<file path="config.mk">
export PLATFORM = sky130hd
export DESIGN_NAME = ecc_secded_top
export DESIGN_NICKNAME = d
export VERILOG_FILES = /design/src/source/ecc_code_pkg.sv /design/src/source/ecc_bus_pkg.sv /design/src/source/ecc_encoder.sv /design/src/source/ecc_syndrome_decoder.sv /design/src/source/ecc_correct_stage.sv /design/src/source/ecc_secded_top.sv
export SDC_FILE = /design/constraint.sdc
export NUM_CORES = 1
export LEC_CHECK = 0
export BUFFER_PORTS_ARGS = -buffer_cell sky130_fd_sc_hd__buf_2
export CORE_ASPECT_RATIO = 1.25
export CORE_UTILIZATION = 53
export DETAILED_ROUTE_END_ITERATION = 8
export PLACE_DENSITY = 0.88
export SLEW_MARGIN = 25
export SYNTH_ARGS = -nofsm -noshare
export SYNTH_HDL_FRONTEND = slang
export SYNTH_SLANG_ARGS = --single-unit
</file>
<file path="constraint.sdc">
create_clock -name clk -period 2 [get_ports clk]
set_clock_uncertainty 0.1 [all_clocks]
set_input_delay 0.1 -clock clk [delete_from_list [all_inputs] [get_ports clk]]
set_output_delay 0.1 -clock clk [all_outputs]
set_load 0.05 [all_outputs]
</file>
<file path="src/source/ecc_code_pkg.sv">
package ecc_code_pkg;

    localparam int unsigned data_w  = 104;
    localparam int unsigned check_w = 8;
    localparam int unsigned pos_w   = 7;

    typedef logic [data_w-1:0]  data_t;
    typedef logic [check_w-1:0] check_t;

    // kind of error seen by the decoder for one codeword.
    typedef enum logic [1:0] {
        err_none          = 2'd0,
        err_corrected     = 2'd1,
        err_uncorrectable = 2'd2
    } err_kind_e;

    // data bit idx sits at the idx-th Hamming position, counting from 3,
    // that is not a power of two. The powers of two are left to the check
    // bits themselves.
    // the top bit makes the column weight odd, which keeps every column
    // apart from every double-error syndrome.
    function automatic check_t check_column(input int unsigned idx);
        int unsigned      n;
        logic [pos_w-1:0] pos;
        n = 0;
        pos = '0;
        for (int unsigned v = 3; v < 2 ** pos_w; v++) begin
            if ((v & (v - 1)) != 0) begin
                if (n == idx) begin
                    pos = pos_w'(v);
                end
                n++;
            end
        end
        return {~^pos, pos};
    endfunction

endpackage

</file>
<file path="src/source/ecc_bus_pkg.sv">
package ecc_bus_pkg;

    // received or stored codeword, data in the upper bits.
    typedef struct packed {
        ecc_code_pkg::data_t  data;
        ecc_code_pkg::check_t check;
    } codeword_t;

    // corrected word together with what the decoder found.
    typedef struct packed {
        ecc_code_pkg::data_t     data;
        ecc_code_pkg::err_kind_e kind;
    } dec_result_t;

endpackage

</file>
<file path="src/source/ecc_encoder.sv">
`timescale 1ns/1ps

module ecc_encoder (
    input  ecc_code_pkg::data_t       data,
    output wire ecc_code_pkg::check_t check
);

    // gathers, for one check bit, every data bit whose column has it set.
    function automatic ecc_code_pkg::data_t row_mask(input int unsigned row);
        ecc_code_pkg::data_t  mask;
        ecc_code_pkg::check_t col;
        mask = '0;
        for (int unsigned i = 0; i < ecc_code_pkg::data_w; i++) begin
            col = ecc_code_pkg::check_column(i);
            mask[i] = col[row];
        end
        return mask;
    endfunction

    // each check bit is the parity of the data bits under its row mask.
    for (genvar j = 0; j < ecc_code_pkg::check_w; j++) begin : g_row
        localparam ecc_code_pkg::data_t mask = row_mask(j);

        assign check[j] = ^(data & mask);
    end

endmodule

</file>
<file path="src/source/ecc_syndrome_decoder.sv">
`timescale 1ns/1ps

module ecc_syndrome_decoder (
    input  ecc_code_pkg::check_t      rx_check,
    input  ecc_code_pkg::check_t      calc_check,
    output wire ecc_code_pkg::data_t  flip_mask,
    output ecc_code_pkg::err_kind_e   err_kind
);

    ecc_code_pkg::check_t syndrome;
    logic                 data_hit;
    logic                 check_hit;

    assign syndrome = rx_check ^ calc_check;

    // a syndrome equal to a data column points at the bit to flip.
    for (genvar i = 0; i < ecc_code_pkg::data_w; i++) begin : g_col
        localparam ecc_code_pkg::check_t col = ecc_code_pkg::check_column(i);

        assign flip_mask[i] = (syndrome == col);
    end

    assign data_hit = |flip_mask;

    // a one-hot syndrome is a flipped check bit; the data is already good.
    assign check_hit = ((syndrome & (syndrome - ecc_code_pkg::check_t'(1))) == '0);

    always_comb begin
        if (syndrome == '0) begin
            err_kind = ecc_code_pkg::err_none;
        end else if (data_hit || check_hit) begin
            err_kind = ecc_code_pkg::err_corrected;
        end else begin
            err_kind = ecc_code_pkg::err_uncorrectable;
        end
    end

    // the columns from the package must be distinct, so at most one bit
    // is ever flipped.
    always_comb begin
        assert final ($onehot0(flip_mask))
        else $error("flip mask has more than one bit set");
    end

endmodule

</file>
<file path="src/source/ecc_correct_stage.sv">
`timescale 1ns/1ps

module ecc_correct_stage (
    input  logic                       clk,
    input  logic                       arst_n,
    input  ecc_code_pkg::data_t        rx_data,
    input  logic                       rx_valid,
    input  logic                       bypass,
    input  ecc_code_pkg::data_t        flip_mask,
    input  ecc_code_pkg::err_kind_e    err_kind,
    output ecc_bus_pkg::dec_result_t   result,
    output logic                       result_valid
);

    ecc_bus_pkg::dec_result_t next_result;

    // bypass hands the word on untouched and hides any error.
    always_comb begin
        if (bypass) begin
            next_result.data = rx_data;
            next_result.kind = ecc_code_pkg::err_none;
        end else begin
            next_result.data = rx_data ^ flip_mask;
            next_result.kind = err_kind;
        end
    end

    always_ff @(posedge clk or negedge arst_n) begin
        if (!arst_n) begin
            result_valid <= 1'b0;
            result.data  <= '0;
            result.kind  <= ecc_code_pkg::err_none;
        end else begin
            result_valid <= rx_valid;
            // the result holds between strobes.
            if (rx_valid) begin
                result <= next_result;
            end
        end
    end

    a_bypass_clean: assert property (
        @(posedge clk) disable iff (!arst_n)
        rx_valid && bypass |=> result.kind == ecc_code_pkg::err_none
    ) else $error("bypass word came out with an error kind");

    a_valid_known: assert property (
        @(posedge clk) disable iff (!arst_n)
        !$isunknown(result_valid)
    ) else $error("result_valid is unknown");

endmodule

</file>
<file path="src/source/ecc_secded_top.sv">
`timescale 1ns/1ps

module ecc_secded_top (
    input  logic                      clk,
    input  logic                      arst_n,
    input  ecc_code_pkg::data_t       enc_data,
    output ecc_code_pkg::check_t      enc_check,
    input  ecc_bus_pkg::codeword_t    dec_in,
    input  logic                      dec_valid,
    input  logic                      bypass,
    output ecc_bus_pkg::dec_result_t  dec_out,
    output logic                      out_valid
);

    ecc_code_pkg::check_t    calc_check;
    ecc_code_pkg::data_t     flip_mask;
    ecc_code_pkg::err_kind_e err_kind;

    // write side, purely combinational.
    ecc_encoder enc_path (
        .data  (enc_data),
        .check (enc_check)
    );

    // read side recomputes the check bits of the received data.
    ecc_encoder chk_path (
        .data  (dec_in.data),
        .check (calc_check)
    );

    ecc_syndrome_decoder ecc_syndrome_decoder_i (
        .rx_check   (dec_in.check),
        .calc_check (calc_check),
        .flip_mask  (flip_mask),
        .err_kind   (err_kind)
    );

    ecc_correct_stage ecc_correct_stage_i (
        .clk          (clk),
        .arst_n       (arst_n),
        .rx_data      (dec_in.data),
        .rx_valid     (dec_valid),
        .bypass       (bypass),
        .flip_mask    (flip_mask),
        .err_kind     (err_kind),
        .result       (dec_out),
        .result_valid (out_valid)
    );

endmodule

</file>
==> results by group, run 1 <==
Synth
  • EDFF count, synth: 0
  • Post-Synthesis Cell Area: 0.0109 mm^2
  • Largest area contributor in the netlist: dfrtp_1
  • Ys flop type: dfrtp_1
  • Post-synthesis net count: 1396
  • Flops & latches, synth: roughly 110
  • Ranking of synthesized cells by area: dfrtp_1 (25%), xnor2_1 (24%), xor2_1 (12%), xnor3_1 (9.7%), a21oi_1 (5.0%)
  • Avg Cell Area, Syn: between 9 and 10 um^2
  • Seq/Total Area, Yosys: 0.246
  • Post-synth ARST share: 1.00
  • Mapped Cells: 1176
  • Synth cell types: 72
  • Synth Warn #: 0
  • Synth top area share: 0.246

Clocking
  • CTS max path bufs: 2
  • Clk sinks: around 110
  • H-tree lvl count: 3
  • Root buf cell: clkbuf_16
  • Total CTS buffers: 9

Placement
  • Final GP Congestion: 1.05
  • IO buf count: 334
  • Post-Place Setup Slack: -2.21 ns
  • Placed wire-length estimate: 44.4 mm

Status
  • Status: did not finish
  • Last step reached: global routing (5_1_grt)
  • Tool Error: [ERROR GRT-0116] Global routing finished with congestion. Check the congestion regions in the DRC Viewer.

Floorplan
  • I/O pin count: 335
  • Initial Util: 0.541
  • DIE HEIGHT: 162 um
  • Die W: 130 um
  • Std-Cell Rows: between 50 and 60

GRT
  • Tot GR Track Use: 0.826
  • Largest net degree at the start of global routing: 63
  • Overflow after GRT: 69
  • Vias in the first global route: 16900
  • First-pass GRT wire length: 122 mm
[stage by stage]
stage	std cells	util	cell area [um^2]	setup TNS, ns
floorplan	1176	-	11300	-95.42
global placement	2095	0.796	16000	-173.38
detailed placement	2095	0.796	16000	-185.98
CTS	2159	0.894	18000	-113.96
[cells in the mapped netlist, types with 5 or more instances]
library cell / count
nand3_1: 14
xnor3_1: 47
a21oi_1: 109
xor2_1: 145
nor2_1: 141
xnor2_1: 302
o21ai_0: 7
clkbuf_1: 32
xnor2_2: 8
dfrtp_1: 107
buf_2: 5
nand2_1: 116
nor4_1: 5
and2_1: 6
nor2b_1: 6
nor3_2: 5
nor3_1: 21
xnor3_2: 7
[timing repair]
action                     4_1_cts
hold buffers                     5
cloned                           2
pin swaps                      106
setup buffers                   45
setup endpoints to repair      114
resized for setup              270
hold endpoints to repair        34
[cell families after synthesis]
family | Yosys count | share of synthesized area
AO/OA/AOI/OAI | 164 | 0.0937
adder cells (fa/ha/maj) | 1 | 0.000920
flip-flops | 107 | 0.246
multiplexers | 2 | 0.00299
buffers and inverters | 43 | 0.0175
XOR/XNOR | 518 | 0.502
AND/OR/NAND/NOR | 341 | 0.137
[layer usage]
layer / GRT overflow / track usage
met3: 1 / 0.745
met4: 32 / 0.823
met5: 0 / 0.483
met1: 3 / 0.815
met2: 33 / 0.933
==> inputs of run 2 (changes only) <==
Settings changed: CORE_ASPECT_RATIO 1.25 to unset, CORE_UTILIZATION 53 to 40, PLACE_DENSITY 0.88 to unset, PLACE_DENSITY_LB_ADDON set to 0.15.
==> run 2 against run 1 <==
The flow now finishes, with violations (hold timing, setup timing). Synthesized cell count unchanged. Synthesized area unchanged.
==> results by group, run 2 <==
Status
  • Status: finished, violations left
  • Violated checks: hold timing, setup timing

Synth
  • Post-Synthesis Cell Area: 0.0109 mm^2 (unchanged)
  • Mapped Cells: 1176 (unchanged)
  • Avg Cell Area, Syn: 9.26 um^2 (unchanged)
  • Post-synthesis net count: 1396 (unchanged)
  • Ys flop type: dfrtp_1
  • Synth top area share: 0.246 (unchanged)
  • Top cells by count, synth: xnor2_1 (302), xor2_1 (145), nor2_1 (141)
  • EDFF count, synth: 0 (unchanged)
  • Ranking of synthesized cells by area: dfrtp_1 (25%), xnor2_1 (24%), xor2_1 (12%), xnor3_1 (9.7%), a21oi_1 (5.0%)
  • Seq/Total Area, Yosys: 0.246 (unchanged)
  • Synth Warn #: 0 (unchanged)
  • Post-synth ARST share: 1.00 (unchanged)
  • Flops & latches, synth: 107 (unchanged)
  • Largest area contributor in the netlist: dfrtp_1
  • Top-count cell post-synth: xnor2_1
  • Synth cell types: 72 (unchanged)

Drt
  • Detailed Route WL: between 40 and 50 mm
  • # DRC: 0
  • DR vias/cell: 5.10
  • Drt wl/cell: 20.5 um
  • DRT iter0 DRCs: 975
  • Final ANT Viol Nets: 0
  • Vias: 11500
  • Pre-antenna DRT Iters: 5

Clocking
  • CTS max path bufs: 2 (unchanged)
  • Root buf cell: clkbuf_16
  • Total CTS buffers: 9 (unchanged)
  • Clk sinks: 107 (unchanged)
  • CTS tree: yes
  • H-tree lvl count: 3 (unchanged)
  • Clk_lat worst skew: roughly 0.36 ns
  • Clock Pin Slew Worst Setup and Hold Paths: 0.09 ns

Floorplan
  • DIE HEIGHT: 167 um (+2.9%)
  • Core area: 0.0268 mm^2
  • Initial Util: 0.406 (-0.135)
  • Die area: approximately 0.028 mm^2
  • Std-Cell Rows: 60 (+3.4%)
  • Die W: 167 um (+28%)
  • I/O pin count: 335 (unchanged)

Critical path
  • Startpoint Class: input port
  • Crit path max fanout: 7
  • CP arrival: 3.67 ns
  • Crit path kind: input port to flop
  • Crit path required time: 2.15 ns
  • Crit path capture type: flop

GRT
  • Initial antenna violation count: 2
  • Vias in the first global route: around 11000
  • Largest net degree at the start of global routing: 108
  • First-pass GRT wire length: between 60 and 70 mm
  • Overflow after GRT: 0
  • Tot GR Track Use: 0.319

Run
  • # Max-Cap Violations: 0

Timing
  • Worst Tran Pin Value: 0.772 ns
  • Final Hold Vio Count: 1
  • Slew Limit Headroom: 0.485
  • Final worst path period share: 1.76
  • Unrepaired setup endpoints after global routing: yes
  • Min cycle time layout: 3.51 ns
  • Final Hold Slack: -0.00369 ns
  • Total Neg Setup Slack: -116.07 ns
  • Fmax: 285 MHz
  • Final WS setup: -1.51 ns
  • Pins Over Slew Limit: 0
  • Final setup viols: 113

Layout
  • Biggest regs: ecc_correct_stage_i.result (106), ecc_correct_stage_i.result_valid (1)
  • Util after Layout: 0.695
  • Nets: 2121
  • Commonest non-fill, non-tap cell in the layout: buf_4
  • Most frequent cells in the layout: buf_4 (315), buf_2 (311), xnor2_1 (244)
  • P&R area growth vs syn: 71.1%
  • Fin cells: 2249
  • Fillers: 2053
  • Layout cells sized above 1: 0.538
  • Register with the most flip-flops: ecc_correct_stage_i.result
  • Max reg flops: around 110

Placement
  • Placed wire-length estimate: 35.5 mm (-20%)
  • Cell total after placement: 2153 (+2.8%)
  • Final GP Congestion: 0.941 (-10%)
  • Post-Place Setup Slack: -2.09 ns (+0.118 ns)
  • IO buf count: 334 (unchanged)

Min path
  • Hold crit path type: input port to flop
-- run 2: worst paths after layout --
check                                                                start                                    endpoint  slack, ns  cells after the start
worst max-delay path                                            dec_in[62]   ecc_correct_stage_i.result[0]$_DFFE_PN0P_      -1.51                     17
worst min-delay path                                            dec_in[41]  ecc_correct_stage_i.result[35]$_DFFE_PN0P_     -0.004                      4
worst max register to register   ecc_correct_stage_i.result[0]$_DFFE_PN0P_   ecc_correct_stage_i.result[0]$_DFFE_PN0P_       1.12                      2
worst min register to register  ecc_correct_stage_i.result[80]$_DFFE_PN0P_  ecc_correct_stage_i.result[80]$_DFFE_PN0P_       0.42                      2
max in group asynchronous                                           arst_n   ecc_correct_stage_i.result[1]$_DFFE_PN0P_       1.07                      3
min in group asynchronous                                           arst_n  ecc_correct_stage_i.result[47]$_DFFE_PN0P_       0.24                      3
-- run 2: cell type report --
| class | instances | area (um^2) | area share |
|---|---|---|---|
| multi-input cells | 1028 | 9600 | 0.515 |
| repair buffers | 753 | 5630 | 0.302 |
| clock inverters | 6 | 56.3 | 0.00302 |
| flip-flops and latches | 107 | 2680 | 0.144 |
| well taps | 341 | 427 | 0.0229 |
| inverters | 2 | 7.51 | 0.000403 |
| clock buffers | 10 | 229 | 0.0123 |
| diodes | 2 | 5.00 | 0.000269 |
-- run 2: routing by layer --
layer | GRT usage | part of all wire
met5 | 0 | 0
met4 | 0.116 | 0.033
met3 | 0.0665 | 0.067
met2 | 0.528 | 0.48
met1 | 0.409 | 0.42
-- run 2: logic make-up (layout without fill, tap and decap cells) --
kind of cell               after synthesis  in the layout  share of synthesized area
xor gates and xnor gates               518            520                      0.502
and+or+nand+nor                        341            341                      0.137
AOI/OAI and AO/OA                      164            164                     0.0937
DFF                                    107            107                      0.246
buffers and inverters                   43            771                     0.0175
muxes                                    2              2                    0.00299
adders and majority gates                1              1                   0.000920
other                                    0              2                          0
-- run 2: stage by stage --
stage | instance area, um^2 | hold slack (ns)
CTS | 17500 | 0.0114
global route | 18600 | 0.000160
floorplan | 11300 | -0.296
detailed placement | 16000 | 0.132
finish | 18600 | -0.00369
global placement | 16000 | 0.129
-- run 2: worst max-delay path, stage by stage --
cell and delay (ns):
buf_8 0.10, buf_6 0.11, xnor3_1 0.40, xnor2_2 0.23, buf_4 0.16, xor3_1 0.35
xor3_2 0.31, buf_12 0.17, and3_1 0.19, nor2_4 0.20, buf_12 0.13, o22ai_2 0.08
a2111oi_2 0.35, nand4_1 0.15, nor4_2 0.24, nand3_1 0.18, a31o_1 0.21
-- run 2: what timing repair did --
| action | in CTS | in global routing |
|---|---|---|
| cloned | 3 | 0 |
| setup endpoints to repair | 114 | 114 |
| buffers inserted | 35 | 42 |
| resized for setup | 189 | 187 |
| hold buffers | 7 | 0 |
| hold endpoints to repair | 113 | 0 |
| pin swaps | 94 | 122 |
Power of run 2 is left out: the tool's default activity adds up to more than one toggle a clock period on the data nets, which glitch-free logic cannot reach.
